===== config.mk =====
export PLATFORM = sky130hd
export DESIGN_NAME = mem_stage
export DESIGN_NICKNAME = d
export VERILOG_FILES = /design/src/include/rv32_settings.svh /design/src/source/rv32i_types.sv /design/src/source/mem_stage.sv
export SDC_FILE = /design/constraint.sdc
export NUM_CORES = 1
export LEC_CHECK = 0
export BUFFER_PORTS_ARGS = -buffer_cell sky130_fd_sc_hd__buf_2
export CAP_MARGIN = 20
export CORE_AREA = 5 5 179 181
export DETAILED_ROUTE_END_ITERATION = 10
export DIE_AREA = 0 0 184 186
export PLACE_DENSITY = 0.6
export SLEW_MARGIN = 5
export SYNTH_ARGS = -nofsm -noshare
export SYNTH_HDL_FRONTEND = slang
export SYNTH_SLANG_ARGS = --single-unit

===== constraint.sdc =====
create_clock -name clk -period 4.95 [get_ports clk]
set_input_delay 0.99 -clock clk [delete_from_list [all_inputs] [get_ports clk]]
set_output_delay 0.99 -clock clk [all_outputs]
set_load 0.01 [all_outputs]

===== src/include/rv32_settings.svh =====
`ifndef RV32_SETTINGS_SVH
`define RV32_SETTINGS_SVH

// Ingress queue depth, equal to the sender's credits after reset.
`define INGRESS_DEPTH 4

// Data memory size in 32-bit words.
`define DMEM_WORDS 256

// Cycles from request capture to response.
`define DMEM_LATENCY 2

`endif


===== src/source/rv32i_types.sv =====
package rv32i_types;

    typedef enum logic [2:0] {
        lb_mem  = 3'b000,
        lbu_mem = 3'b001,
        lh_mem  = 3'b010,
        lhu_mem = 3'b011,
        lw_mem  = 3'b100
    } load_ops_t;

    typedef enum logic [1:0] {
        sb_mem = 2'b00,
        sh_mem = 2'b01,
        sw_mem = 2'b10
    } store_ops_t;

    typedef enum logic [3:0] {
        alu_out_wb  = 4'd0,
        br_en_wb    = 4'd1,
        u_imm_wb    = 4'd2,
        lb_wb       = 4'd3,
        lbu_wb      = 4'd4,
        lh_wb       = 4'd5,
        lhu_wb      = 4'd6,
        lw_wb       = 4'd7,
        pc_plus4_wb = 4'd8
    } regf_m_sel_t;

    typedef struct packed {
        logic       MemRead;
        logic       MemWrite;
        load_ops_t  load_ops;
        store_ops_t store_ops;
    } mem_signal_t;

    typedef struct packed {
        logic        regf_we;
        regf_m_sel_t regf_m_sel;
    } wb_signal_t;

    typedef struct packed {
        logic        valid;
        logic [31:0] pc;
        logic [4:0]  rd_s;
        logic [31:0] alu_out;
        logic [31:0] br_en;
        logic [31:0] u_imm;
        logic [31:0] rs2_v;
        mem_signal_t mem_signal;
        wb_signal_t  wb_signal;
    } ex_mem_stage_reg_t;

    typedef struct packed {
        logic        valid;
        logic [31:0] pc;
        logic [4:0]  rd_s;
        logic [31:0] alu_out;
        logic [31:0] br_en;
        logic [31:0] u_imm;
        logic [31:0] rs2_v;
        mem_signal_t mem_signal;
        wb_signal_t  wb_signal;
        logic [31:0] mem_addr;
    } mem_wb_stage_reg_t;

    // Word address, lane-aligned write data.
    typedef struct packed {
        logic [29:0] addr;
        logic [3:0]  rmask;
        logic [3:0]  wmask;
        logic [31:0] wdata;
    } dmem_req_t;

endpackage


===== src/source/mem_stage.sv =====
module mem_stage
import rv32i_types::*;
(
    input  logic              clk,
    input  logic              rst_n,
    input  ex_mem_stage_reg_t head,
    input  logic              head_valid,
    output logic              pop,
    input  logic              wb_commit,
    output dmem_req_t         dmem_req,
    output logic              dmem_req_valid,
    output mem_wb_stage_reg_t mem_wb_stage_reg
);

    logic head_is_mem;
    logic [1:0] lane;

    assign head_is_mem = head.mem_signal.MemRead | head.mem_signal.MemWrite;
    assign lane        = head.alu_out[1:0];

    // Advance when the register is empty or its record retires this cycle.
    assign pop            = head_valid & (~mem_wb_stage_reg.valid | wb_commit);
    assign dmem_req_valid = pop & head_is_mem;

    always_comb begin
        dmem_req.addr  = head.alu_out[31:2];
        dmem_req.rmask = '0;
        dmem_req.wmask = '0;
        dmem_req.wdata = head.rs2_v << {lane, 3'b000};
        if (head.mem_signal.MemRead) begin
            case (head.mem_signal.load_ops)
                lb_mem, lbu_mem: dmem_req.rmask = 4'b0001 << lane;
                lh_mem, lhu_mem: dmem_req.rmask = 4'b0011 << lane;
                lw_mem:          dmem_req.rmask = 4'b1111;
                default:         dmem_req.rmask = '0;
            endcase
        end else if (head.mem_signal.MemWrite) begin
            case (head.mem_signal.store_ops)
                sb_mem:  dmem_req.wmask = 4'b0001 << lane;
                sh_mem:  dmem_req.wmask = 4'b0011 << lane;
                sw_mem:  dmem_req.wmask = 4'b1111;
                default: dmem_req.wmask = '0;
            endcase
        end
    end

    always_ff @(posedge clk or negedge rst_n) begin
        if (!rst_n) begin
            mem_wb_stage_reg <= '0;
        end else if (pop) begin
            mem_wb_stage_reg.valid      <= head.valid;
            mem_wb_stage_reg.pc         <= head.pc;
            mem_wb_stage_reg.rd_s       <= head.rd_s;
            mem_wb_stage_reg.alu_out    <= head.alu_out;
            mem_wb_stage_reg.br_en      <= head.br_en;
            mem_wb_stage_reg.u_imm      <= head.u_imm;
            mem_wb_stage_reg.rs2_v      <= head.rs2_v;
            mem_wb_stage_reg.mem_signal <= head.mem_signal;
            mem_wb_stage_reg.wb_signal  <= head.wb_signal;
            mem_wb_stage_reg.mem_addr   <= head.alu_out;
        end else if (wb_commit) begin
            mem_wb_stage_reg.valid <= 1'b0;
        end
    end

endmodule


==> run summary <==
Status: complete, no violations
Worst skew pair latency: 0.42 ns
DRC: 0
M1 wire length: 9600 um
Critical-path top delay cell: nor2b_1
Fmax: 275 MHz
Netlist Area Pre-Place: 0.00836 mm^2
Total global routing overflow: 0
RSZ-0062 raised after global routing: no
Power Dens Cells: 370 mW/mm^2
Min-delay worst type: reg2reg
Max Clock Skew: 0.00737 ns
Syn. warnings: 0
Share of layout cells above drive strength 1: 0.701
CTS resizes: 0
Clk sinks: 178
IO buf count: 463
CP dominant cell by count: buf_2
LEAKAGE: 5.78 nW
Post-CTS Setup Repair Bufs: 0
Final Hold Fails: 0
VDD IR max: 167 uV
Core ar.: 0.0303 mm^2
Global placement routability congestion: 0.840
DP Cell Count: 1328
Register area share after synthesis: 0.533
Buffer depth of the longest clock path: 2
DR pass1 iterations: 4
Largest net degree at the start of global routing: 97
Max FFs per register: 178
Max FO, Critical Path: 40
DP Worst Slack: 1.30 ns
Synth Register Bits: 178
Chip Width: 184 um
Area contributors post-synth: dfrtp_1, mux2_4, mux2_2, buf_4, mux2i_1
Ordered cell list for the critical path: buf_2, nor2b_1, nand2_1, o21ai_0, buf_2
Vias in the first global route: 6040
Total CTS buffers: 17
Top-area cell type share of the netlist area: 0.533
Worst Setup End Kind: output port
Setup_tns: 0 ns
Post-Syn Instances: 558
Starting Density: 0.276
Tcrit/Tclk final: 0.733
Die H: 186 um
First-pass GRT wire length: 34900 um
Fin. max-slew vios: 0
TritonCTS clock tree: yes
Worst setup SP type: input port
Die area: 0.0342 mm^2
CTS root buffer: clkbuf_16
Antenna-violating nets left: 0
I/O pin count: 464
Rows: 64
Met3 wire len: 2000 um
Setup violators final: 0
Via count: 5740
Initial antenna violation count: 1
Fin area: 0.0111 mm^2
CP peak stage delay: 0.74 ns
N_diodes: 0
Routed wire length: 23900 um
Initial drt markers: 190
Post-CTS Hold Buffers: 0
Non-filler cells, final: 1359
Slew margin rel.: 0.402
Post-synth top area cell: dfrtp_1
Number of max-cap violations: 0
Avg Cell Area, Syn: 15.0 um^2
Final setup margin: 1.32 ns
Avg WL per Cell: 17.6 um
Kind of critical path: in2out
Fill cells: 2982
Via/cell ratio: 4.22
P&R area growth vs syn: 32.8%
Netlist cell types: 26
Syn_nets: 744
Tmin final: 3.63 ns
Placed Instance Area: 0.0105 mm^2
Final HPWL DP: 18100 um
Clock slew at reported path FFs: 0.07 ns
WL met2: 11800 um
Data required, critical path: 3.96 ns
Overall Global Routing Usage: 0.130
CTS H-tree depth: 4
Total Nets Final: 1137
Worst-margin pin slew: 0.897 ns
Highest metal used: met5
WP data arrival: 2.64 ns
through the flow:
stage | hold slack [ns] | util | power (mW)
final | 0.502 | 0.367 | 4.10
after global routing | 0.514 | 0.367 | 4.31
after CTS | 0.502 | 0.367 | 4.18
after detailed placement | 0.487 | 0.348 | 2.81
after global placement | 0.483 | 0.348 | 2.80
after floorplan | 0.550 | - | 2.40
critical path, delay by kind of cell:
kind,cells,cell delay [ns]
and+or+nand+nor,2,0.84
buffers and inverters,2,0.70
AOI/OAI and AO/OA,1,0.10
where the power goes:
| part | total, mW | internal [mW] | switching, mW |
|---|---|---|---|
| logic | 0.999 | 0.525 | 0.474 |
| registers | 1.77 | 1.66 | 0.119 |
| clock network | 1.33 | 0.746 | 0.586 |
synthesized netlist by cell type, drive strengths merged:
cell type and n:
a211oi 9, a21oi 8, nor2b 10, clkbuf 5
nor3b 2, nand2 12, ha 4, inv 4
mux2i 20, and2 8, nor3 2, dfrtp 178
nor2 13, mux2 177, o31ai 1, o21a 1
nand2b 4, o21ai 13, buf 87
cell families (layout without fill, tap and decap cells):
| group | count (synthesis) | after routing | share of synthesized area |
|---|---|---|---|
| muxes | 197 | 197 | 0.320 |
| DFF | 178 | 178 | 0.533 |
| buffers and inverters | 96 | 501 | 0.0858 |
| and+or+nand+nor | 51 | 51 | 0.0325 |
| AOI/OAI and AO/OA | 32 | 32 | 0.0225 |
| adders and majority gates | 4 | 4 | 0.00599 |
final timing paths:
path / startpoint / endpoint / slack, ns / cells after the start
hold / removal: mem_wb_stage_reg[44] / mem_wb_stage_reg[44] / 0.50 / 1
max in group asynchronous: rst_n / mem_wb_stage_reg[24] / 3.37 / 2
setup / recovery: head[109] / dmem_req[20] / 1.32 / 5
hold reg to reg: mem_wb_stage_reg[44] / mem_wb_stage_reg[44] / 0.50 / 1
setup reg to reg: mem_wb_stage_reg[209] / mem_wb_stage_reg[100] / 2.35 / 5
min in group asynchronous: rst_n / mem_wb_stage_reg[174] / 0.63 / 1
cells in the final DEF, fill, tap and decap left out:
| cell | count |
|---|---|
| buf_2 | 462 |
| dfrtp_1 | 178 |
| mux2_4 | 129 |
| mux2_2 | 48 |
| mux2i_1 | 20 |
| clkbuf_16 | 17 |
| o21ai_0 | 13 |
| nor2_1 | 13 |
| nand2_1 | 11 |
| nor2b_1 | 10 |
| a211oi_1 | 9 |
| a21oi_1 | 8 |
| and2_1 | 8 |
| ha_1 | 4 |
| inv_6 | 4 |
| nand2b_1 | 3 |
| inv_1 | 3 |
| clkinvlp_4 | 3 |
| clkinv_2 | 3 |
| nor3_1 | 2 |
| nor3b_1 | 2 |
| bufinv_16 | 2 |
| clkbuf_1 | 2 |
| buf_12 | 2 |
| o31ai_1 | 1 |
| o21a_1 | 1 |
| nand2b_4 | 1 |
| nand2_4 | 1 |
| inv_8 | 1 |
| buf_6 | 1 |
| buf_4 | 1 |
layer usage:
metal	GRT usage	up-vias
met1	0.160	2788
met4	0.0438	2
li1	-	2649
met2	0.219	271
met3	0.0406	30
met5	0	-
final cells by class:
class,instances,area [um^2],area share
Clock buffer,19,433,0.0390
Clock inverter,12,133,0.0120
Inverter,4,22.5,0.00203
Multi-Input combinational cell,284,3190,0.287
Sequential cell,178,4450,0.401
Tap cell,396,495,0.0447
Timing Repair Buffer,466,2370,0.214
No activity file was read; power rests on OpenSTA's default activity.
