## src/include/rv32_settings.svh

```systemverilog
`ifndef RV32_SETTINGS_SVH
`define RV32_SETTINGS_SVH

// Ingress queue depth, equal to the sender's credits after reset.
`define INGRESS_DEPTH 4

// Data memory size in 32-bit words.
`define DMEM_WORDS 256

// Cycles from request capture to response.
`define DMEM_LATENCY 2

`endif

```

## src/source/rv32i_types.sv

```systemverilog
package rv32i_types;

    typedef enum logic [2:0] {
        lb_mem  = 3'b000,
        lbu_mem = 3'b001,
        lh_mem  = 3'b010,
        lhu_mem = 3'b011,
        lw_mem  = 3'b100
    } load_ops_t;

    typedef enum logic [1:0] {
        sb_mem = 2'b00,
        sh_mem = 2'b01,
        sw_mem = 2'b10
    } store_ops_t;

    typedef enum logic [3:0] {
        alu_out_wb  = 4'd0,
        br_en_wb    = 4'd1,
        u_imm_wb    = 4'd2,
        lb_wb       = 4'd3,
        lbu_wb      = 4'd4,
        lh_wb       = 4'd5,
        lhu_wb      = 4'd6,
        lw_wb       = 4'd7,
        pc_plus4_wb = 4'd8
    } regf_m_sel_t;

    typedef struct packed {
        logic       MemRead;
        logic       MemWrite;
        load_ops_t  load_ops;
        store_ops_t store_ops;
    } mem_signal_t;

    typedef struct packed {
        logic        regf_we;
        regf_m_sel_t regf_m_sel;
    } wb_signal_t;

    typedef struct packed {
        logic        valid;
        logic [31:0] pc;
        logic [4:0]  rd_s;
        logic [31:0] alu_out;
        logic [31:0] br_en;
        logic [31:0] u_imm;
        logic [31:0] rs2_v;
        mem_signal_t mem_signal;
        wb_signal_t  wb_signal;
    } ex_mem_stage_reg_t;

    typedef struct packed {
        logic        valid;
        logic [31:0] pc;
        logic [4:0]  rd_s;
        logic [31:0] alu_out;
        logic [31:0] br_en;
        logic [31:0] u_imm;
        logic [31:0] rs2_v;
        mem_signal_t mem_signal;
        wb_signal_t  wb_signal;
        logic [31:0] mem_addr;
    } mem_wb_stage_reg_t;

    // Word address, lane-aligned write data.
    typedef struct packed {
        logic [29:0] addr;
        logic [3:0]  rmask;
        logic [3:0]  wmask;
        logic [31:0] wdata;
    } dmem_req_t;

endpackage

```

## src/source/wb_stage.sv

```systemverilog
module wb_stage
import rv32i_types::*;
(
    input  mem_wb_stage_reg_t mem_wb_stage_reg,
    input  logic              dmem_resp,
    input  logic [31:0]       dmem_rdata,
    output logic              wb_commit,
    output logic [4:0]        wb_rd_s,
    output logic [31:0]       wb_rd_v,
    output logic              wb_regf_we
);

    mem_signal_t mem_signal;
    wb_signal_t  wb_signal;
    logic [1:0]  lane;
    logic [7:0]  byte_v;
    logic [15:0] half_v;
    logic        is_mem;

    assign mem_signal = mem_wb_stage_reg.mem_signal;
    assign wb_signal  = mem_wb_stage_reg.wb_signal;
    assign lane       = mem_wb_stage_reg.mem_addr[1:0];
    assign is_mem     = mem_signal.MemRead | mem_signal.MemWrite;

    // Lane picked by the low address bits.
    assign byte_v = dmem_rdata[8*lane +: 8];
    assign half_v = dmem_rdata[16*lane[1] +: 16];

    always_comb begin
        case (wb_signal.regf_m_sel)
            alu_out_wb:  wb_rd_v = mem_wb_stage_reg.alu_out;
            br_en_wb:    wb_rd_v = mem_wb_stage_reg.br_en;
            u_imm_wb:    wb_rd_v = mem_wb_stage_reg.u_imm;
            lb_wb:       wb_rd_v = {{24{byte_v[7]}}, byte_v};
            lbu_wb:      wb_rd_v = {24'b0, byte_v};
            lh_wb:       wb_rd_v = {{16{half_v[15]}}, half_v};
            lhu_wb:      wb_rd_v = {16'b0, half_v};
            lw_wb:       wb_rd_v = dmem_rdata;
            pc_plus4_wb: wb_rd_v = mem_wb_stage_reg.pc + 32'd4;
            default:     wb_rd_v = '0;
        endcase
    end

    // Memory records wait for the response, everything else retires at once.
    assign wb_commit = mem_wb_stage_reg.valid & (~is_mem | dmem_resp);

    // Stores never target a register.
    assign wb_rd_s    = mem_signal.MemWrite ? 5'd0 : mem_wb_stage_reg.rd_s;
    assign wb_regf_we = wb_commit & wb_signal.regf_we;

endmodule

```

## config.mk

```make
export PLATFORM = sky130hd
export DESIGN_NAME = wb_stage
export DESIGN_NICKNAME = d
export VERILOG_FILES = /design/src/include/rv32_settings.svh /design/src/source/rv32i_types.sv /design/src/source/wb_stage.sv
export SDC_FILE = /design/constraint.sdc
export NUM_CORES = 1
export LEC_CHECK = 0
export BUFFER_PORTS_ARGS = -buffer_cell sky130_fd_sc_hd__buf_2
export CAP_MARGIN = 30
export CORE_AREA = 2 2 109 111
export DETAILED_ROUTE_END_ITERATION = 8
export DIE_AREA = 0 0 111 113
export PLACE_DENSITY = 0.54
export SYNTH_ARGS = -nofsm -noshare
export SYNTH_HDL_FRONTEND = slang
export SYNTH_SLANG_ARGS = --single-unit
export TNS_END_PERCENT = 50
```

## constraint.sdc

```tcl
create_clock -name vclk -period 2.15
set_input_delay 0.215 -clock vclk [all_inputs]
set_output_delay 0.215 -clock vclk [all_outputs]
set_load 0.01 [all_outputs]
```

==> impl_metrics.py <==
metrics = {
    "status": {
        "outcome": "completed",
    },
    "floorplan": {
        "pin_count": 282,
        "rows": 39,
        "die_x_um": 111,
        "die_h_um": 113,
        "floorplan.initialDensity_pct": 21.10,
        "core-area_um2": 11270,
        "die_area_um2": 12540,
    },
    "critical_path": {
        "crit_family": "buffers and inverters",
        "critPathKind": "input port to primary output",
        "crit_fanout": 8,
        "crit_arrival_ns": 1.86,
        "endpoint_kind": "primary output",
        "start_kind": "input port",
        "max_stage_delay_ns": 0.49,
        "crit_chain": "buf_2 -> buf_4 -> mux2i_1 -> or3b_2 -> a21oi_4 -> buf_6 -> nor2_1 -> o21ai_1 -> buf_2",
        "cp.required_ns": 1.93,
        "startpoint": "mem_wb_stage_reg[1]",
        "crit_top_cell": "buf_2",
        "crit_buf_inv": 4,
        "cpMaxStageDelayCell": "or3b_2",
    },
    "detailed_routing": {
        "via_per_inst": 5.191,
        "drtIter0Drc": 219,
        "met3_wirelength_mm": 1.064,
        "dr.pass1.iters": 6,
        "post_drt_wl_per_cell_um": 19.29,
        "highest-signal-layer": "met4",
        "ant_nets": 0,
        "wl_met2_mm": 6.553,
        "routed-via-count": 3748,
        "routed_wl_mm": 13.93,
        "drc": 0,
        "routedLengthMet1_mm": 6.118,
    },
    "sta": {
        "tightestPinTransition_ns": 0.4417,
        "fmax_ghz": 0.4810,
        "worst_slack_ns": 0.07098,
        "fin_crit_ns": 2.079,
        "rsz0062_at_grt": "false",
        "setup_viol": 0,
        "hold_viol": 0,
        "fin_crit_sh_pct": 96.70,
        "maxSlewHeadroom_pct": 70.55,
        "drv_slew": 0,
    },
    "grt": {
        "grt_pass1_wl_mm": 21.21,
        "grt_max_degree": 27,
        "antenna_found_initial": 0,
        "overflow": 0,
        "track_usage_pct": 21.02,
        "grt_pass1_vias": 3895,
    },
    "cells_and_area": {
        "diodes": 0,
        "syn_to_final_growth_pct": 66.12,
        "fin_area_um2": 3951,
        "utilization_pct": 35.05,
        "seqCellArea_um2": 0,
        "clock_buffers": 0,
        "drive_gt1_share_pct": 49.57,
        "seq_cell_count": 0,
        "final_nets": 825,
    },
    "synthesis": {
        "syn_nets": 593,
        "ys_seq_area_share_pct": 0,
        "netlist_area_um2": 2379,
        "netlist.top_cell.by_area": "mux2i_1",
        "synth_area_per_cell_um2": 6.815,
        "ys_top_cells_by_area": "mux2i_1 15%, a22oi_1 14%, o22ai_1 9.2%",
        "yosysTopAreaCellShare_pct": 14.73,
        "ys_types": 44,
        "ys.warnings.count": 0,
        "syn_inst": 349,
    },
    "min_path": {
        "whs_endpoint": "wb_rd_s[1]",
        "min_path_type": "input port to primary output",
        "min_path_cells": 3,
        "hold_start": "mem_wb_stage_reg[42]",
    },
    "placement": {
        "port_buffers": 215,
        "post-dp-hpwl_mm": 11.92,
        "gp_congestion": 0.9274,
        "placedInstanceArea_um2": 3837,
        "dp_slack_ns": -0.01962,
    },
    "power_and_ir_drop": {
        "total_power_uw": 775.6,
        "vdd_drop_max_uv": 71.03,
        "p_per_area_nw_per_um2": 196.3,
        "p_leak_uw": 0.001932,
    },
    "clock_tree": {
        "hold_buffers": 0,
    },
    "flow_run": {
        "drv_cap": 0,
    },
}
-- Yosys cell counts --
| master | number |
|---|---|
| inv_1 | 8 |
| a211o_1 | 1 |
| nor4_4 | 2 |
| o21ai_0 | 23 |
| or3_1 | 4 |
| nor2_1 | 40 |
| buf_1 | 2 |
| xnor2_1 | 23 |
| buf_6 | 1 |
| nor4_2 | 1 |
| nand4_2 | 1 |
| o221ai_1 | 2 |
| or2_2 | 1 |
| nor4_1 | 5 |
| mux4_2 | 6 |
| ha_1 | 1 |
| nand3_1 | 8 |
| a22oi_1 | 45 |
| nor4b_1 | 1 |
| nand3b_1 | 3 |
| xor2_1 | 5 |
| o21a_1 | 1 |
| nand2_1 | 11 |
| nand2b_1 | 2 |
| clkbuf_1 | 19 |
| nand3_2 | 2 |
| or3b_2 | 1 |
| and3_1 | 3 |
| a211oi_1 | 3 |
| or4_1 | 1 |
| nand4_1 | 2 |
| mux2_2 | 2 |
| and4_1 | 1 |
| nor3_1 | 16 |
| mux2i_1 | 35 |
| a21o_1 | 1 |
| a21oi_1 | 1 |
| o22ai_1 | 35 |
| nor2b_1 | 9 |
| and2_1 | 4 |
| and3_2 | 4 |
| o21ai_1 | 5 |
| buf_2 | 7 |
| bufbuf_8 | 1 |
-- stage by stage --
step                hold WS [ns]   TNS, ns  instances
floorplan                 0.4764         0        349
global placement          0.7373  -0.05425        720
detailed placement        0.7507  -0.02395        720
CTS                       0.7511         0        720
global route              0.7588         0        722
finish                    0.7507         0        722
-- how the worst max path moves through the flow --
stage,end,depth (start not counted)
2_1_floorplan,wb_rd_v[7],7
3_3_place_gp,wb_rd_v[31],8
3_5_place_dp,wb_rd_v[31],8
4_1_cts,wb_rd_v[28],8
5_1_grt,wb_rd_v[27],9
6_report,wb_rd_v[23],9
-- cell type report --
class,count,area (um2)
well taps,143,178.9
inverters,8,30.03
fillers,1279,7321
repair buffers,260,1455
multi-input cells,311,2287
-- logic make-up (layout without fill, tap and decap cells) --
family                     count (synthesis)  count (layout)  synth area share [%]
AOI/OAI and AO/OA                        117             117                 32.19
muxes                                     43              43                 21.36
adders and majority gates                  1               1                0.5260
xor gates and xnor gates                  28              28                 10.31
and+or+nand+nor                          122             122                 28.30
buffers and inverters                     38             268                 7.312
-- power breakdown --
group	internal [uW]	switching [uW]	total [uW]
combinational	371	405	776
sequential	0	0	0
clock	0	0	0
-- per-layer routing --
layer,up-vias,global-route usage [%]
met1,1755,27.90
met2,174,36.77
met5,-,0
met3,13,3.589
li1,1806,-
met4,0,2.833
-- tightest hold or removal path, stage by stage --
cell and delay, ns:
buf_2 0.13, nor2b_1 0.06, buf_2 0.13
-- placed cells by master, fill, tap and decap left out, drive strengths merged, types with 9 or more instances in the layout --
master | netlist | routed
a22oi | 45 | 45
buf | 10 | 260
mux2i | 35 | 35
nand2 | 11 | 11
nand3 | 10 | 10
nor2 | 40 | 40
nor2b | 9 | 9
nor3 | 16 | 16
o21ai | 28 | 28
o22ai | 35 | 35
xnor2 | 23 | 23
-- timing repair --
action / in CTS / in global routing
gates resized for setup: 2 / 19
gates cloned: 0 / 1
setup endpoints to repair: 2 / 13
buffers inserted: 0 / 1
pin swaps: 0 / 3
Power figures use the tool's default switching activity.
