### src/include/rv32_settings.svh
`ifndef RV32_SETTINGS_SVH
`define RV32_SETTINGS_SVH

// Ingress queue depth, equal to the sender's credits after reset.
`define INGRESS_DEPTH 4

// Data memory size in 32-bit words.
`define DMEM_WORDS 256

// Cycles from request capture to response.
`define DMEM_LATENCY 2

`endif

### src/source/rv32i_types.sv
package rv32i_types;

    typedef enum logic [2:0] {
        lb_mem  = 3'b000,
        lbu_mem = 3'b001,
        lh_mem  = 3'b010,
        lhu_mem = 3'b011,
        lw_mem  = 3'b100
    } load_ops_t;

    typedef enum logic [1:0] {
        sb_mem = 2'b00,
        sh_mem = 2'b01,
        sw_mem = 2'b10
    } store_ops_t;

    typedef enum logic [3:0] {
        alu_out_wb  = 4'd0,
        br_en_wb    = 4'd1,
        u_imm_wb    = 4'd2,
        lb_wb       = 4'd3,
        lbu_wb      = 4'd4,
        lh_wb       = 4'd5,
        lhu_wb      = 4'd6,
        lw_wb       = 4'd7,
        pc_plus4_wb = 4'd8
    } regf_m_sel_t;

    typedef struct packed {
        logic       MemRead;
        logic       MemWrite;
        load_ops_t  load_ops;
        store_ops_t store_ops;
    } mem_signal_t;

    typedef struct packed {
        logic        regf_we;
        regf_m_sel_t regf_m_sel;
    } wb_signal_t;

    typedef struct packed {
        logic        valid;
        logic [31:0] pc;
        logic [4:0]  rd_s;
        logic [31:0] alu_out;
        logic [31:0] br_en;
        logic [31:0] u_imm;
        logic [31:0] rs2_v;
        mem_signal_t mem_signal;
        wb_signal_t  wb_signal;
    } ex_mem_stage_reg_t;

    typedef struct packed {
        logic        valid;
        logic [31:0] pc;
        logic [4:0]  rd_s;
        logic [31:0] alu_out;
        logic [31:0] br_en;
        logic [31:0] u_imm;
        logic [31:0] rs2_v;
        mem_signal_t mem_signal;
        wb_signal_t  wb_signal;
        logic [31:0] mem_addr;
    } mem_wb_stage_reg_t;

    // Word address, lane-aligned write data.
    typedef struct packed {
        logic [29:0] addr;
        logic [3:0]  rmask;
        logic [3:0]  wmask;
        logic [31:0] wdata;
    } dmem_req_t;

endpackage

### src/source/ingress_fifo.sv
`include "rv32_settings.svh"

module ingress_fifo
import rv32i_types::*;
(
    input  logic              clk,
    input  logic              rst_n,
    input  logic              push,
    input  ex_mem_stage_reg_t din,
    input  logic              pop,
    output ex_mem_stage_reg_t head,
    output logic              head_valid,
    output logic              credit_return
);

    localparam int DEPTH = `INGRESS_DEPTH;
    localparam int PTR_W = (DEPTH > 1) ? $clog2(DEPTH) : 1;
    localparam int CNT_W = $clog2(DEPTH + 1);

    ex_mem_stage_reg_t  entries [DEPTH];
    logic [PTR_W-1:0]   wr_ptr;
    logic [PTR_W-1:0]   rd_ptr;
    logic [CNT_W-1:0]   count;
    logic               full;

    assign full          = (count == CNT_W'(DEPTH));
    assign head          = entries[rd_ptr];
    assign head_valid    = (count != '0);
    // One credit goes back to the sender per entry freed.
    assign credit_return = pop;

    always_ff @(posedge clk) begin
        if (push) begin
            entries[wr_ptr] <= din;
        end
    end

    always_ff @(posedge clk or negedge rst_n) begin
        if (!rst_n) begin
            wr_ptr <= '0;
            rd_ptr <= '0;
            count  <= '0;
        end else begin
            if (push) begin
                wr_ptr <= (wr_ptr == PTR_W'(DEPTH - 1)) ? '0 : wr_ptr + 1'b1;
            end
            if (pop) begin
                rd_ptr <= (rd_ptr == PTR_W'(DEPTH - 1)) ? '0 : rd_ptr + 1'b1;
            end
            case ({push, pop})
                2'b10:   count <= count + 1'b1;
                2'b01:   count <= count - 1'b1;
                default: count <= count;
            endcase
        end
    end

    // The sender pushed without holding a credit.
    push_while_full: assert property (@(posedge clk) disable iff (!rst_n) push |-> !full)
        else $error("ingress_fifo: push while full, credit violation");

endmodule

### config.mk
export PLATFORM = sky130hd
export DESIGN_NAME = ingress_fifo
export DESIGN_NICKNAME = d
export VERILOG_FILES = /design/src/source/rv32i_types.sv /design/src/source/ingress_fifo.sv
export VERILOG_INCLUDE_DIRS = /design/src /design/src/include
export SDC_FILE = /design/constraint.sdc
export NUM_CORES = 1
export LEC_CHECK = 0
export BUFFER_PORTS_ARGS = -buffer_cell sky130_fd_sc_hd__clkbuf_2
export CAP_MARGIN = 10
export CORE_ASPECT_RATIO = 0.75
export CORE_MARGIN = 5
export CORE_UTILIZATION = 50
export CTS_BUF_LIST = sky130_fd_sc_hd__clkbuf_2 sky130_fd_sc_hd__clkbuf_4 sky130_fd_sc_hd__clkbuf_8
export DETAILED_ROUTE_END_ITERATION = 6
export PLACE_DENSITY = 0.71
export SYNTH_ARGS = -nofsm -noshare
export SYNTH_HDL_FRONTEND = slang
export SYNTH_SLANG_ARGS = --single-unit
### constraint.sdc
create_clock -name clk -period 6.5 [get_ports clk]
set_clock_uncertainty 0.2 [all_clocks]
set_input_delay 0.65 -clock clk [delete_from_list [all_inputs] [get_ports clk]]
set_output_delay 0.65 -clock clk [all_outputs]
set_load 0.05 [all_outputs]
==> results.md, run 1 <==
- Critical path class: reg2out
- Ports: about 360
- Crit path buf inv count: 2
- Crit path required time: 5.65 ns
- Setup bufs post-CTS: 0
- Nets@finish: approximately 1800
- Largest net degree at the start of global routing: between 100 and 150
- Slew of the pin with the lowest slew margin: 0.902 ns
- GRT Util Overall: 0.182
- Avg Inst Size Synth: 26.9 sq um
- Worst r2r src: wr_ptr[0]$_DFFE_PN0P_
- Share of post-route cells with drive strength above 1: 0.432
- Worst setup path start: rd_ptr[0]$_DFFE_PN0P_
- Post-synth cell types: 18
- RePlAce Congestion: around 0.74
- # port buffers: approximately 360
- Most frequent cells in the layout: 712 x edfxtp_1, 361 x clkbuf_2, 179 x dlygate4sd3_1, 178 x mux4_2, 105 x clkbuf_8
- Register area share after synthesis: 0.827
- Final Slew Violations: 0
- Period minus WS final: roughly 3.8 ns
- Crit path cell chain: buf_12 > mux4_2 > clkbuf_2
- Max FO, Critical Path: 86
- Number of global-route vias before repair: 13691
- First-pass GRT wire length: 79300 microns
- Crit. path cell count: 3
- RSZ-0062 raised after global routing: no
- Max-cap viol count: 0
- Synth Cell Area: 26100 sq um
- HP Start: push
- Die Width: 274 microns
- WL/cell: ~22 microns
- DRT antenna net count: 0
- Final hold violations: 0
- Syn_nets: roughly 1200
- Register bit total from synthesis: 719
- Later-pin clock latency in the skew report: 0.68 ns
- Row count: 72
- Largest cells by area after synthesis: edfxtp_1 82%, mux4_2 15%, dfrtp_1 0.67%, buf_6 0.52%, buf_2 0.40%
- Top cell type's share of synthesized area: 0.820
- Num CTS Buffers: 105
- WHS Path Cells: 2
- R2R cell count: 4
- Worst VDD drop: around 0.34 mV
- Die height: 208 microns
- Pre-antenna DRT Iters: 5
- CTS clk-pin slew, worst paths: 0.06 ns
- Post-synth top area cell: edfxtp_1
- Core box area: ~52000 sq um
- CP max stage delay: 0.74 ns
- Hpwl dp: 29300 microns
- Via count: 12426
- Root buf cell: clkbuf_8
- Most common cell after layout, fill and taps aside: edfxtp_1
- H-tree Lvls: 3
- Remaining DRCs: 0
- Worst Hold Class: in2reg
- Syn Inst Count: 969
- PwrDens: approximately 480 nW/um^2
- Post-route cell area: 32400 sq um
- Peak Freq: 260 MHz
- Die area: 56900 sq um
- WL final: 51600 microns
- Setup TNS: 0 ns
- Initial antenna violation count: 6
- CTS tree: done
- Critical-path top delay cell: dfrtp_4
- DRT iter0 DRCs: 926
- Crit path arrival time: 2.99 ns
- Grt ovf: 0
- Vias/cell: 5.24
- Placed inst area: 28700 sq um
- Startpoint types: register
- Total power: ~16000 uW
- Setup violations, final: 0
- Leakage power: 0.0112 uW
- Cell family with most CP delay: buffers and inverters
- CTS resizes: 0
- Max-Slew Margin vs Limit: 0.399
- Synth warnings: 0
- Outcome: finished, final reports clean
- Starting density of the core: 0.505
- Final worst-path cycle share: 0.591
- Worst Setup End Kind: output pin
- Sink Count: roughly 720
- Area Overhead vs Synth: 24.4%
- CTS Buffer Depth: 3
area by class of cell:
cell class | count | area, sq um
inverters | 6 | 22.5
clock inverters | 40 | 208
clock buffers | 144 | 1740
flip-flops and latches | 719 | 21600
multi-input cells | 203 | 4230
repair buffers | 552 | 3780
fillers | 3423 | 19200
well taps | 703 | 880
diodes | 5 | 12.5
synthesized netlist by cell type, drive strengths merged:
library cell and number:
and2 4, buf 35, clkbuf 6, dfrtp 7
edfxtp 712, fa 1, ha 6, inv 6
mux2 2, mux4 178, nand2 2, nor2 2
o21ai 3, or3 2, xnor2 1, xor2 2
logic make-up after synthesis:
| kind of cell | Yosys count | synth area share |
|---|---|---|
| compound gates | 3 | 0.000576 |
| xor+xnor | 3 | 0.00101 |
| fa+ha+maj | 7 | 0.00365 |
| buf+inv | 47 | 0.0115 |
| flops | 719 | 0.827 |
| mux | 180 | 0.155 |
| simple gates | 10 | 0.00202 |
sequential cells by signal (all words and copies together) (netlist names):
| name | cells |
|---|---|
| entries | 712 |
| count | 3 |
| rd_ptr | 2 |
| wr_ptr | 2 |
routing by layer:
| metal | vias to the layer above | part of all wire | track usage |
|---|---|---|---|
| li1 | 5475 | - | - |
| met1 | 6467 | 0.41 | 0.238 |
| met2 | 404 | 0.49 | 0.296 |
| met3 | 76 | 0.082 | 0.0663 |
| met4 | 4 | 0.017 | 0.0428 |
| met5 | - | 0.00058 | 0 |
final timing paths:
path                                             endpoint  slack (ns)
worst min-delay path                wr_ptr[1]$_DFFE_PN0P_        0.13
max in group asynchronous           rd_ptr[1]$_DFFE_PN0P_        5.70
min in group asynchronous            count[2]$_DFFE_PN0P_        0.18
worst min register to register       count[2]$_DFFE_PN0P_        0.27
worst max-delay path                            head[163]        2.66
worst max register to register  entries[0][140]$_DFFE_PP_        3.92
per-stage QoR:
step	setup WS [ns]	utilization	hold slack (ns)	instances
6_report	2.66	0.628	0.127	2372
5_1_grt	2.38	0.628	0.0522	2369
4_1_cts	2.49	0.628	0.0394	2367
3_5_place_dp	3.28	0.556	0.258	2004
3_3_place_gp	3.26	0.556	0.248	2004
2_1_floorplan	1.04	-	0.154	969
what timing repair did:
action                                  in CTS  in global routing
endpoints found under the setup margin       0                  0
hold buffers                               179                  0
endpoints found under the hold margin      719                  0
report_power, final:
group / switching (uW) / leakage, uW / internal [uW] / total [uW]
sequential: 228 / 0.00662 / 5940 / 6170
clock: 1630 / 0.00103 / 1730 / 3360
combinational: 4250 / 0.00358 / 1760 / 6020
No activity file was read; power rests on OpenSTA's default activity.
==> run 2, diff against run 1 <==
Clock period 6.5 ns to 3.9 ns, I/O delays scaled along.
==> run 2 against run 1 <==
Net effect: global-route usage rose by 0.31 points; utilization is 0.51 points higher; non-clock buffer count is 17 higher; routed wire length increased by 2.2%; clock power is 69% higher; design area increased by 0.81%; power increased by 68%; largest power group unchanged; final cell count grew 0.84%; critical endpoint is now head[165]; sequential share of layout area shrank 0.53 points.
==> results.md, run 2 (synthesis results as in run 1) <==
- Via count: 12616 (+1.5%)
- Pre-CTS WS: 1.10 ns (-2.18 ns)
- Startpoint types: register
- Max FO, Critical Path: 45 (-48%)
- Slew of the pin with the lowest slew margin: 0.848 ns (-0.0533 ns)
- Max-Slew Margin vs Limit: 0.435 (+0.0356)
- Critical-path top delay cell: dfrtp_4
- Ports: 362 (unchanged)
- Die height: 208 microns (unchanged)
- Remaining DRCs: 0 (unchanged)
- Nets@finish: 1792 (+0.90%)
- Critical path class: reg2out
- Crit path cell chain: buf_12 > mux4_2 > clkbuf_2
- Setup bufs post-CTS: 0 (unchanged)
- Grt ovf: 0 (unchanged)
- Crit path buf inv count: 2 (unchanged)
- Root buf cell: clkbuf_8
- CTS Buffer Depth: 3 (unchanged)
- Cell family with most CP delay: flip-flops
- Filler instances: 3401 (-0.64%)
- Setup violations, final: 0 (unchanged)
- RSZ-0062 raised after global routing: no
- RePlAce Congestion: 0.739 (+0.18%)
- Number of global-route vias before repair: 13577 (-0.83%)
- Top reg by flops: entries
- Final worst-path cycle share: 0.880
- Initial antenna violation count: 7 (+1)
- Most frequent cells in the layout: 712 x edfxtp_1, 361 x clkbuf_2, 182 x dlygate4sd3_1, 178 x mux4_2, 106 x clkbuf_8
- Pre-antenna DRT Iters: 5 (unchanged)
- CTS tree: done
- Max reg flops: 712 (unchanged)
- Setup TNS: 0 ns (unchanged)
- Worst VDD drop: 0.812 mV (+140%)
- Final setup margin: 0.469 ns (-2.19 ns)
- Final hold violations: 0 (unchanged)
- First-pass GRT wire length: 80800 microns (+1.8%)
- Row count: 72 (unchanged)
- Worst Setup End Kind: output pin
- Peak Freq: 292 MHz
- Most common cell after layout, fill and taps aside: edfxtp_1
- WL final: 52700 microns (+2.2%)
- H-tree Lvls: 3 (unchanged)
- GRT Util Overall: 0.185 (+0.00310)
- Num CTS Buffers: 104 (-0.95%)
- Crit path arrival time: 2.84 ns (-0.15 ns)
- Leakage power: 0.0114 uW (+1.1%)
- Die Width: 274 microns (unchanged)
- # port buffers: 361 (unchanged)
- Final Slew Violations: 0 (unchanged)
- Max-cap viol count: 0 (unchanged)
- Worst Hold Class: reg2reg
- WL/cell: 22.0 microns (+1.4%)
- Starting density of the core: 0.505 (unchanged)
- Period minus WS final: 3.43 ns
- Crit path required time: 3.31 ns (-2.34 ns)
- Hpwl dp: 31300 microns (+7.1%)
- Later-pin clock latency in the skew report: 0.66 ns (-0.02 ns)
- DRT iter0 DRCs: 931 (+0.54%)
- Die area: 56900 sq um (unchanged)
- Largest net degree at the start of global routing: 77 (-28%)
- Share of post-route cells with drive strength above 1: 0.434 (+0.00199)
- Area Overhead vs Synth: 25.4%
- Core box area: 51600 sq um (unchanged)
- Outcome: finished, final reports clean
- CP max stage delay: 0.83 ns (+0.09 ns)
- Vias/cell: 5.27 (+0.68%)
- DRT antenna net count: 0 (unchanged)
- Biggest regs: entries (712), count (3)
- PwrDens: 799 nW/um^2 (+67%)
- Sink Count: 719 (unchanged)
- CTS clk-pin slew, worst paths: 0.06 ns (about the same)
- R2r setup slk: 1.59 ns (-2.33 ns)
-- run 2: cell types whose count changed in the layout (fill, tap and decap cells not counted), moves of 3 or more --
cell	delta
clkinv_1	+5
clkinv_2	+4
clkbuf_4	-8
dlygate4sd3_1	+3
buf_4	+7
buf_12	+7
-- run 2: final cells by class --
cell class	instances	area, sq um	area share
Antenna cell	5	12.5	0.000383
Clock buffer	137	1690	0.0517
Clock inverter	50	294	0.00899
Inverter	6	22.5	0.000689
Multi-Input combinational cell	203	4230	0.129
Sequential cell	719	21600	0.660
Tap cell	703	880	0.0269
Timing Repair Buffer	569	4000	0.122
-- run 2: timing repair --
item                      4_1_cts  5_1_grt
hold buffers                  182        0
resized for setup               0        0
hold endpoints to repair      725        0
-- run 2: power by group --
group | switching, uW | total, uW | internal, uW
Sequential | 415 | 10300 | 9890
Combinational | 7110 | 10200 | 3050
Clock | 2710 | 5670 | 2970
-- run 2: metal layers --
| layer | wire, microns | vias up | track usage |
|---|---|---|---|
| met4 | 1020 | 4 | 0.0537 |
| li1 | - | 5520 | - |
| met3 | 3880 | 79 | 0.0523 |
| met5 | 27 | - | 0 |
| met1 | 21500 | 6583 | 0.251 |
| met2 | 26300 | 430 | 0.299 |
-- run 2: through the flow --
step | instance area [sq um] | power (uW) | std cells | hold WS [ns] | utilization
after floorplan | 26100 | 18300 | 969 | -0.106 | -
after global placement | 28900 | 20500 | 2018 | 0.0400 | 0.559
after detailed placement | 28900 | 20600 | 2018 | 0.0412 | 0.559
after CTS | 32700 | 26500 | 2387 | 0.178 | 0.633
after global routing | 32700 | 27200 | 2391 | 0.218 | 0.633
final | 32700 | 26100 | 2392 | 0.261 | 0.633
-- run 2: path summary, 6_finish.rpt --
| check | from | to | cells after the start |
|---|---|---|---|
| worst max register to register | wr_ptr[1]$_DFFE_PN0P_ | entries[1][27]$_DFFE_PP_ | 4 |
| worst min-delay path | count[2]$_DFFE_PN0P_ | count[2]$_DFFE_PN0P_ | 1 |
| worst min register to register | count[2]$_DFFE_PN0P_ | count[2]$_DFFE_PN0P_ | 1 |
| max in group asynchronous | rst_n | rd_ptr[0]$_DFFE_PN0P_ | 3 |
| min in group asynchronous | rst_n | rd_ptr[1]$_DFFE_PN0P_ | 3 |
| worst max-delay path | rd_ptr[0]$_DFFE_PN0P_ | head[165] | 3 |
