### src/include/rv32_settings.svh
`ifndef RV32_SETTINGS_SVH
`define RV32_SETTINGS_SVH

// Ingress queue depth, equal to the sender's credits after reset.
`define INGRESS_DEPTH 4

// Data memory size in 32-bit words.
`define DMEM_WORDS 256

// Cycles from request capture to response.
`define DMEM_LATENCY 2

`endif

### src/source/regfile.sv
module regfile (
    input  logic        clk,
    input  logic        rst_n,
    input  logic [4:0]  wb_rd_s,
    input  logic [31:0] wb_rd_v,
    input  logic        wb_regf_we,
    input  logic [4:0]  rs_s,
    output logic [31:0] rs_v
);

    logic [31:0] regs [1:31];

    always_ff @(posedge clk or negedge rst_n) begin
        if (!rst_n) begin
            for (int i = 1; i < 32; i++) begin
                regs[i] <= '0;
            end
        end else if (wb_regf_we && wb_rd_s != 5'd0) begin
            regs[wb_rd_s] <= wb_rd_v;
        end
    end

    // x0 has no storage.
    assign rs_v = (rs_s == 5'd0) ? 32'd0 : regs[rs_s];

endmodule

### config.mk
export PLATFORM = sky130hd
export DESIGN_NAME = regfile
export DESIGN_NICKNAME = d
export VERILOG_FILES = /design/src/include/rv32_settings.svh /design/src/source/regfile.sv
export SDC_FILE = /design/constraint.sdc
export NUM_CORES = 1
export LEC_CHECK = 0
export BUFFER_PORTS_ARGS = -buffer_cell sky130_fd_sc_hd__buf_2
export CELL_PAD_IN_SITES_DETAIL_PLACEMENT = 1
export CELL_PAD_IN_SITES_GLOBAL_PLACEMENT = 2
export CORE_MARGIN = 2
export CORE_UTILIZATION = 30
export CTS_BUF_LIST = sky130_fd_sc_hd__clkbuf_4
export DETAILED_ROUTE_END_ITERATION = 10
export MAX_ROUTING_LAYER = met4
export PLACE_DENSITY_LB_ADDON = 0.25
export SYNTH_ARGS = -nofsm -noshare
export SYNTH_HDL_FRONTEND = slang
export SYNTH_SLANG_ARGS = --single-unit
### constraint.sdc
create_clock -name clk -period 2.6 [get_ports clk]
set_input_delay 0.13 -clock clk [delete_from_list [all_inputs] [get_ports clk]]
set_output_delay 0.13 -clock clk [all_outputs]
set_load 0.01 [all_outputs]
==> impl_metrics.yaml, run 1 <==
clocking:
  cts_tree: "yes"
  cts_buffers: 301
  htree_levels: 5
  cts_sinks: 992
  path_clk_slew_ns: 0.06
  clock_path_buffers: 4
  root_buffer: "clkbuf_4"
  clock_latency_ns: 1.25
cells_and_area:
  largest_register_ffs: 992
  fill_cells: 15620
  top_register: "regs"
  instances_no_fill: 5714
  layout.nets: 3551
  drive_gt1_share_pct: 50.7
  reg.largest.list: "regs x992"
  syn_to_final_growth_pct: 19.9
drt:
  wirelength_microns: 151000
  drt_iter0_markers: 1548
  num_vias: 29201
  wl_per_cell_microns: 26.4
  via_per_inst: 5.11
  ant_nets: 0
  dr.pass1.iters: 4
  drc: 0
sta:
  final-hold-violation-count: 0
  finalSetupViolCount: 33
  fmax_mhz: 341
  skew_ns: 0
  relSlewSlack_pct: 24.0
  fin_crit_sh_pct: 113
  setup_tns_ns: -8.41
  maxSlewViolCount: 0
  setup_ws_ns: -0.330
  rsz0062_at_grt: "yes"
  min_period_ns: 2.93
  tightestPinTransition_ns: 1.14
critical_path:
  slowest_stage: "mux4_2"
  required_ns: 2.47
  worst-path-stages: 5
  cp-start-kind: "flip-flop"
  r2r_cells: 2
  ff2ff_setup_slack_ns: 1.29
  worstSetupPathType: "flip-flop to primary output"
  slowest_delay_ns: 0.49
  crit_family: "multiplexers"
  crit_buf_inv: 1
  crit_chain: "mux4_2 > nor2b_4 > a211oi_4 > nor4_4 > buf_2"
  critPathArrivalTime_ns: 2.80
  cp_max_fo: 2
  cp-end-kind: "primary output"
pwr:
  max-vdd-ir-drop_uv: 339
  leakage_uw: 0.0247
  powerDensity_nw_per_um2: 771
yosys:
  yosys.area.top_type: "dfrtp_1"
  avgSynthCellArea_sq_um: 14.3
  ys_seq_elements: 992
  synth_area_sq_um: 45400
  synth.distinct_cells: 34
  synthCells: 3162
  synth_warnings: 0
  synthTopCellsByArea: "dfrtp_1, mux2_2, mux2i_1, mux4_2, mux2_1"
  yosysSeqAreaShare_pct: 54.7
  syn_nets: 3207
  synth_top_cell_area_share_pct: 54.7
die:
  io_pins: 77
  core-area_sq_um: 150000
  dieHeight_microns: 393
  num_rows: 142
  die_x_microns: 393
  dieArea_sq_um: 154000
  initial_utilization_pct: 30.3
place:
  dp_cells: 5122
  routabilityCongestion: 0.781
  dp_hpwl_microns: 89700
  io_buffer_count: 76
job:
  drv_cap: 0
global_route:
  grt-ovfl-total: 0
  grt_pass1_wl_microns: 225000
  first_global_vias: 33643
  grt_usage_pct: 20.4
  grt_max_degree: 124
  antenna_found_initial: 10
run_status:
  violations: "setup timing"
  status: "finished with violations"
hold_path:
  worstHoldPathType: "primary input to flip-flop"
  whs_path_depth: 3
[tightest hold or removal path: stages]
cell,delay (ns)
dlygate4sd3_1,0.57
buf_2,0.31
mux2_2,0.34
[routing by layer]
metal / GRT usage (%) / vias up / part of all wire (%)
met3: 3.91 / 290 / 3.8
met2: 33.3 / 655 / 49
met1: 25.4 / 15743 / 44
met4: 6.79 / 0 / 2.8
met5: - / - / 0
li1: - / 12513 / -
[report_power, final]
part / internal [uW] / switching (uW) / leakage [uW]
clock network: 7990 / 6760 / 0.00214
registers: 18500 / 1570 / 0.0127
logic: 3990 / 3180 / 0.00985
[final cells by class]
type                    instances  area (sq um)  share of cell area, %
clock inverters                55           344                  0.633
well taps                    2016          2520                   4.64
clock buffers                 430          3230                   5.94
flip-flops and latches        992         24800                   45.6
repair buffers                360          3400                   6.25
diodes                         10          25.0                 0.0460
multi-input cells            1851         20000                   36.9
[worst paths after layout]
| path | to | startpoint |
|---|---|---|
| hold reg to reg | regs[222]$_DFFE_PN0P_ | regs[222]$_DFFE_PN0P_ |
| max in group asynchronous | regs[401]$_DFFE_PN0P_ | rst_n |
| setup reg to reg | regs[694]$_DFFE_PN0P_ | regs[694]$_DFFE_PN0P_ |
| setup / recovery | rs_v[23] | regs[695]$_DFFE_PN0P_ |
| min in group asynchronous | regs[702]$_DFFE_PN0P_ | rst_n |
| hold / removal | regs[900]$_DFFE_PN0P_ | wb_rd_v[4] |
[cell usage after synthesis]
| cell | n |
|---|---|
| buf_2 | 139 |
| or3_1 | 3 |
| or2_1 | 1 |
| buf_4 | 11 |
| buf_6 | 15 |
| or2_2 | 1 |
| nor4_1 | 32 |
| a21oi_1 | 32 |
| nand4b_1 | 3 |
| nor2_1 | 13 |
| clkbuf_1 | 146 |
| and3_1 | 2 |
| nand4_1 | 1 |
| a221o_1 | 32 |
| dfrtp_1 | 992 |
| and2_1 | 1 |
| o22ai_1 | 128 |
| buf_1 | 6 |
| a211oi_1 | 32 |
| nand3_1 | 1 |
| nor2b_1 | 37 |
| nand2_2 | 1 |
| nand2_1 | 14 |
| nand2b_1 | 7 |
| nor3b_2 | 2 |
| nor3_2 | 1 |
| mux2_1 | 83 |
| mux2i_1 | 320 |
| nor3_1 | 66 |
| buf_12 | 2 |
| mux2_2 | 941 |
| mux4_2 | 64 |
| nor4_2 | 1 |
| a22oi_1 | 32 |
[cells in the final DEF (no fill, tap or decap), types with 7 or more instances in the layout]
| master | netlist | routed |
|---|---|---|
| mux4_2 | 64 | 64 |
| buf_12 | 2 | 47 |
| dfrtp_1 | 992 | 992 |
| o22ai_1 | 128 | 124 |
| clkinv_1 | 0 | 44 |
| mux2_2 | 941 | 940 |
| a21oi_1 | 32 | 10 |
| nor3_1 | 66 | 55 |
| mux2i_1 | 320 | 320 |
| a211oi_2 | 0 | 22 |
| a22oi_1 | 32 | 32 |
| clkbuf_4 | 0 | 430 |
| nor4_4 | 0 | 18 |
| nor2b_4 | 0 | 21 |
| diode_2 | 0 | 10 |
| buf_4 | 11 | 140 |
| nor2_4 | 0 | 12 |
| nor2b_1 | 37 | 15 |
| nor3_2 | 1 | 11 |
| nand2_2 | 1 | 12 |
| buf_2 | 139 | 71 |
| mux2_1 | 83 | 83 |
| dlygate4sd3_1 | 0 | 97 |
| a21oi_2 | 0 | 20 |
| nor4_2 | 1 | 13 |
| a221o_1 | 32 | 32 |
| a211oi_4 | 0 | 7 |
[per-stage QoR]
step | worst slack (ns) | util [%] | instance area [sq um] | hold slack (ns) | total power, uW
6_report | -0.330 | 36.3 | 54400 | 0.175 | 42000
3_3_place_gp | -0.0961 | 32.6 | 48900 | 0.0606 | 26400
4_1_cts | -0.490 | 36.2 | 54300 | 0.00541 | 42600
2_1_floorplan | 0.886 | - | 45400 | -0.166 | 24500
3_5_place_dp | -0.0985 | 32.6 | 48900 | 0.0581 | 27000
5_1_grt | -0.522 | 36.3 | 54400 | 0.0418 | 44400
[cells by family after synthesis]
group                  count (synthesis)  share of synthesized area [%]
buffers and inverters                319                           3.43
AO/OA/AOI/OAI                        256                           3.88
flip-flops                           992                           54.7
AND/OR/NAND/NOR                      187                           2.31
multiplexers                        1408                           35.7
[timing repair]
action,in CTS,in global routing
hold buffers,100,0
setup buffers,9,5
endpoints found under the setup margin,32,40
gates resized for setup,147,16
endpoints found under the hold margin,1984,0
pin swaps,56,24
Note: power is estimated with default switching activity, not from simulation.
==> run 2, diff against run 1 <==
Settings changed: CORE_UTILIZATION 30 to 45.
==> run 2 against run 1 <==
Compared with the run above:
- design area is 2.9% lower
- final cell count shrank 14%
- combinational power is 2% lower
- the flow still finishes with violations (setup timing)
- global-route usage is 8.2 points higher
- worst hold slack lost 0.021 ns
- sequential cell count unchanged
==> impl_metrics.yaml, run 2 (synthesized netlist as in run 1, its figures left out) <==
die:
  core-area_sq_um: 100000
  initial_utilization_pct: 45.4
  num_rows: 116
  die_x_microns: 322
  dieHeight_microns: 322
  dieArea_sq_um: 103000
  io_pins: 77
sta:
  tightestPinTransition_ns: 0.799
  finalSetupViolCount: 32
  skew_ns: 0
  relSlewSlack_pct: 46.7
  fmax_mhz: 354
  fin_crit_sh_pct: 109
  final-hold-violation-count: 0
  rsz0062_at_grt: "yes"
  setup_tns_ns: -3.81
  maxSlewViolCount: 0
  min_period_ns: 2.83
  setup_ws_ns: -0.226
global_route:
  antenna_found_initial: 3
  grt_max_degree: 79
  grt_pass1_wl_microns: 213000
  first_global_vias: 32774
  grt-ovfl-total: 0
  grt_usage_pct: 28.6
critical_path:
  slowest_delay_ns: 0.45
  r2r_cells: 2
  rr_startpoint: "regs[753]$_DFFE_PN0P_"
  cp-start-kind: "flip-flop"
  slowest_stage: "mux4_2"
  cp-end-kind: "primary output"
  cp_max_fo: 2
  rr_endpoint: "regs[753]$_DFFE_PN0P_"
  worstSetupPathType: "flip-flop to primary output"
  crit_buf_inv: 1
  crit_chain: "mux4_2 > nor2b_4 > a211oi_4 > nor4_4 > buf_2"
  crit_family: "multiplexers"
  required_ns: 2.47
  ff2ff_setup_slack_ns: 1.29
  critPathArrivalTime_ns: 2.70
pwr:
  p_total_uw: 41000
  internal_power_uw: 29800
  max-vdd-ir-drop_uv: 333
  clkPwrFrac_pct: 34.0
  leakage_uw: 0.0244
  seqPwrFrac_pct: 48.9
  powerDensity_nw_per_um2: 776
  switching_share_pct: 27.3
  p_switching_uw: 11200
  combPwrFrac_pct: 17.1
cells_and_area:
  layout_commonest_cell: "dfrtp_1"
  final_cell_mix: "dfrtp_1, mux2_2, clkbuf_4"
  layout.nets: 3498
  syn_to_final_growth_pct: 16.4
  instances_no_fill: 4919
  postLayoutCoreUtil_pct: 52.8
  final_area_sq_um: 52800
  top_register: "regs"
  reg.largest.list: "regs x992"
  drive_gt1_share_pct: 50.8
  largest_register_ffs: 992
clocking:
  cts_buffers: 295
  clock_latency_ns: 1.09
  path_clk_slew_ns: 0.06
  htree_levels: 5
  cts_tree: "yes"
  cts_sinks: 992
  root_buffer: "clkbuf_4"
  clock_path_buffers: 4
run_status:
  violations: "setup timing"
  status: "finished with violations"
place:
  dp_cells: 4396
  io_buffer_count: 76
  dp_hpwl_microns: 83600
  placed_cell_area_sq_um: 48100
  routabilityCongestion: 0.786
drt:
  via_per_inst: 5.94
  ant_nets: 0
  drt_iter0_markers: 1739
  wl_per_cell_microns: 28.6
  dr.pass1.iters: 5
  drc: 0
  wirelength_microns: 141000
  num_vias: 29230
hold_path:
  min-delay-start: "wb_rd_v[22]"
  worstHoldPathType: "primary input to flip-flop"
  whs_path_depth: 3
  worstHoldEndpoint: "regs[726]$_DFFE_PN0P_"
job:
  drv_cap: 0
==> run 2: changes by cell type in the layout (fill, tap and decap cells not counted), moves of 5 or more <==
| cell | delta |
|---|---|
| nor2b_1 | +5 |
| diode_2 | -7 |
| clkinv_1 | -11 |
| nor3_1 | +11 |
| inv_2 | +6 |
| clkbuf_4 | -9 |
| clkinv_2 | -5 |
| buf_4 | -13 |
| buf_12 | +15 |
| nor4_4 | -6 |
| nor3_2 | -11 |
| dlygate4sd3_1 | -48 |
| nor4_2 | +5 |
==> run 2: what timing repair did <==
item	CTS	global route
hold endpoints to repair	1984	0
gates resized for setup	116	16
pin swaps	47	13
endpoints found under the setup margin	32	32
setup buffers	11	1
hold buffers	51	0
==> run 2: worst max-delay path by stage <==
| stage | slack [ns] | depth (start not counted) | startpoint | end |
|---|---|---|---|---|
| after global placement | 0.02 | 7 | rs_s[1] | rs_v[15] |
| after floorplan | 0.89 | 8 | rs_s[1] | rs_v[10] |
| final | -0.23 | 5 | regs[751]$_DFFE_PN0P_ | rs_v[15] |
| after detailed placement | 0.02 | 7 | rs_s[1] | rs_v[15] |
| after global routing | -0.34 | 5 | regs[751]$_DFFE_PN0P_ | rs_v[15] |
| after CTS | -0.33 | 5 | regs[558]$_DFFE_PN0P_ | rs_v[14] |
==> run 2: power groups by stage <==
| stage | logic, uW | registers [uW] | clock network, uW |
|---|---|---|---|
| floorplan | 4820 | 19700 | 0 |
| global placement | 6280 | 19900 | 0 |
| detailed placement | 6650 | 20300 | 0 |
| CTS | 7020 | 20000 | 14400 |
| global route | 7590 | 20400 | 15300 |
| finish | 7000 | 20100 | 13900 |
==> run 2: worst register-to-register path, cell delays in order, from the launching register on <==
cell           delay [ns]
dfrtp_1              0.39
mux2_2               0.26
dlygate4sd3_1        0.55
==> run 2: metrics by stage <==
step	hold WS [ns]	setup WS [ns]
4_1_cts	0.00144	-0.328
2_1_floorplan	-0.166	0.886
6_report	0.154	-0.226
3_5_place_dp	0.212	0.0223
5_1_grt	0.116	-0.336
3_3_place_gp	0.219	0.0229
==> run 2: final cells by class <==
type                       count  area (sq um)
fill                        9660         47200
sequential                   992         24800
multi-input combinational   1851         19900
clock buffer                 421          3160
timing repair buffer         313          3110
tap                         1298          1620
clock inverter                41           180
antenna                        3          7.51
==> run 2: metal layers <==
metal,GRT usage (%),part of all wire [%],vias up
li1,-,-,12379
met4,8.73,2.2,0
met3,4.64,4.1,207
met1,38.1,45,15897
met2,45.1,49,747
met5,-,0,-
==> run 3, diff against run 2 <==
Settings changed: BUFFER_PORTS_ARGS -buffer_cell sky130_fd_sc_hd__buf_2 to -buffer_cell sky130_fd_sc_hd__buf_4.
==> run 3 against run 2 <==
Compared with the run above:
- the flow still finishes with violations (setup timing)
- first-iteration DRC count increased by 6.2%
- clock power rose by 3%
- die area is the same
- critical endpoint unchanged
- highest routed layer unchanged
==> impl_metrics.yaml, run 3 (synthesized netlist as in run 1, its figures left out) <==
run_status:
  status: "finished with violations"
  violations: "setup timing"
clocking:
  cts_tree: "yes"
  cts_sinks: 992
  cts_buffers: 293
  htree_levels: 5
  clock_path_buffers: 4
  path_clk_slew_ns: 0.06
  root_buffer: "clkbuf_4"
  clock_latency_ns: 1.11
global_route:
  grt-ovfl-total: 0
  grt_pass1_wl_microns: 212000
  grt_usage_pct: 28.4
  grt_max_degree: 100
  first_global_vias: 33164
  antenna_found_initial: 2
sta:
  finalSetupViolCount: 32
  fmax_mhz: 353
  tightestPinTransition_ns: 1.15
  skew_ns: 0
  final-hold-violation-count: 0
  relSlewSlack_pct: 22.9
  setup_tns_ns: -4.24
  setup_ws_ns: -0.233
  timing.hold.ws_ns: 0.122
  rsz0062_at_grt: "yes"
  min_period_ns: 2.83
  maxSlewViolCount: 0
  fin_crit_sh_pct: 109
drt:
  wirelength_microns: 140000
  num_vias: 29198
  dr.pass1.iters: 6
  drc: 0
  via_per_inst: 5.91
  drt_iter0_markers: 1846
  wl_per_cell_microns: 28.3
  ant_nets: 0
cells_and_area:
  postLayoutCoreUtil_pct: 53.0
  layout_commonest_cell: "dfrtp_1"
  syn_to_final_growth_pct: 16.7
  top_register: "regs"
  instances_no_fill: 4943
  drive_gt1_share_pct: 49.6
  reg.largest.list: "regs x992"
  largest_register_ffs: 992
  final_cell_mix: "dfrtp_1, mux2_2, clkbuf_4"
  layout.nets: 3505
critical_path:
  slowest_stage: "mux4_2"
  crit_chain: "mux4_2 > nor2b_2 > a211oi_2 > nor4_4 > buf_4"
  crit_family: "multiplexers"
  cp-start-kind: "flip-flop"
  critPathArrivalTime_ns: 2.70
  r2r_cells: 2
  crit_buf_inv: 1
  required_ns: 2.47
  worstSetupPathType: "flip-flop to primary output"
  cp-end-kind: "primary output"
  cp_max_fo: 2
  worst-path-stages: 5
  slowest_delay_ns: 0.46
die:
  dieHeight_microns: 322
  io_pins: 77
  core-area_sq_um: 100000
  initial_utilization_pct: 45.4
  num_rows: 116
  dieArea_sq_um: 103000
  die_x_microns: 322
place:
  place_ws_ns: 0.150
  io_buffer_count: 76
  routabilityCongestion: 0.785
  dp_hpwl_microns: 82000
  dp_cells: 4366
job:
  drv_cap: 0
hold_path:
  whs_path_depth: 3
  worstHoldPathType: "primary input to flip-flop"
pwr:
  powerDensity_nw_per_um2: 781
  leakage_uw: 0.0244
  max-vdd-ir-drop_uv: 305
run 3: cell count changes in the layout (fill, tap and decap cells not counted), moves of 3 or more:
cell,delta
a211oi_2,+3
dlygate4sd3_1,+47
a21oi_1,-9
clkbuf_4,+8
clkinv_1,+6
buf_2,-71
buf_12,-16
nor2b_4,-5
nor2b_1,+4
buf_4,+49
nor4_1,+5
nor4_4,-3
a21oi_2,+8
a211oi_4,-5
run 3: metal layers:
metal / vias up / share of wire, % / GRT usage, %
li1: 12392 / - / -
met1: 15841 / 45 / 37.0
met2: 722 / 48 / 44.8
met3: 243 / 4.5 / 5.15
met4: 0 / 2.6 / 9.58
met5: - / 0 / -
run 3: cell type report:
cell class	instances	area, sq um
fill	9591	47000
sequential	992	24800
multi-input combinational	1851	19800
timing repair buffer	322	3280
clock buffer	429	3220
tap	1298	1620
clock inverter	49	238
antenna	2	5.00
run 3: worst reg2reg max path: cells and delay by family, from the launching register on:
family,cells,cell delay (ns)
buf+inv,1,0.56
flops,1,0.38
mux,1,0.29
run 3: final timing paths:
kind,from,endpoint,slack [ns]
min in group asynchronous,rst_n,regs[506]$_DFFE_PN0P_,0.29
worst min-delay path,wb_rd_v[26],regs[890]$_DFFE_PN0P_,0.12
worst min register to register,regs[187]$_DFFE_PN0P_,regs[187]$_DFFE_PN0P_,0.48
worst max-delay path,regs[559]$_DFFE_PN0P_,rs_v[15],-0.23
max in group asynchronous,rst_n,regs[816]$_DFFE_PN0P_,1.28
worst max register to register,regs[624]$_DFFE_PN0P_,regs[624]$_DFFE_PN0P_,1.25
run 3: per-stage QoR:
step                      total power [uW]  area (sq um)
after floorplan                      24500         45400
after global placement               26200         47900
after detailed placement             26900         47900
after CTS                            41800         52800
after global routing                 43600         53000
final                                41300         53000
run 3: power breakdown:
group	internal, uW	switching (uW)
Sequential	18400	1580
Clock	7670	6670
Combinational	3920	3060
run 3: timing repair:
| item | in CTS | in global routing |
|---|---|---|
| buffers inserted | 4 | 2 |
| hold endpoints to repair | 1984 | 0 |
| pin swaps | 44 | 9 |
| resized for setup | 95 | 21 |
| hold buffers | 97 | 0 |
| endpoints found under the setup margin | 32 | 34 |
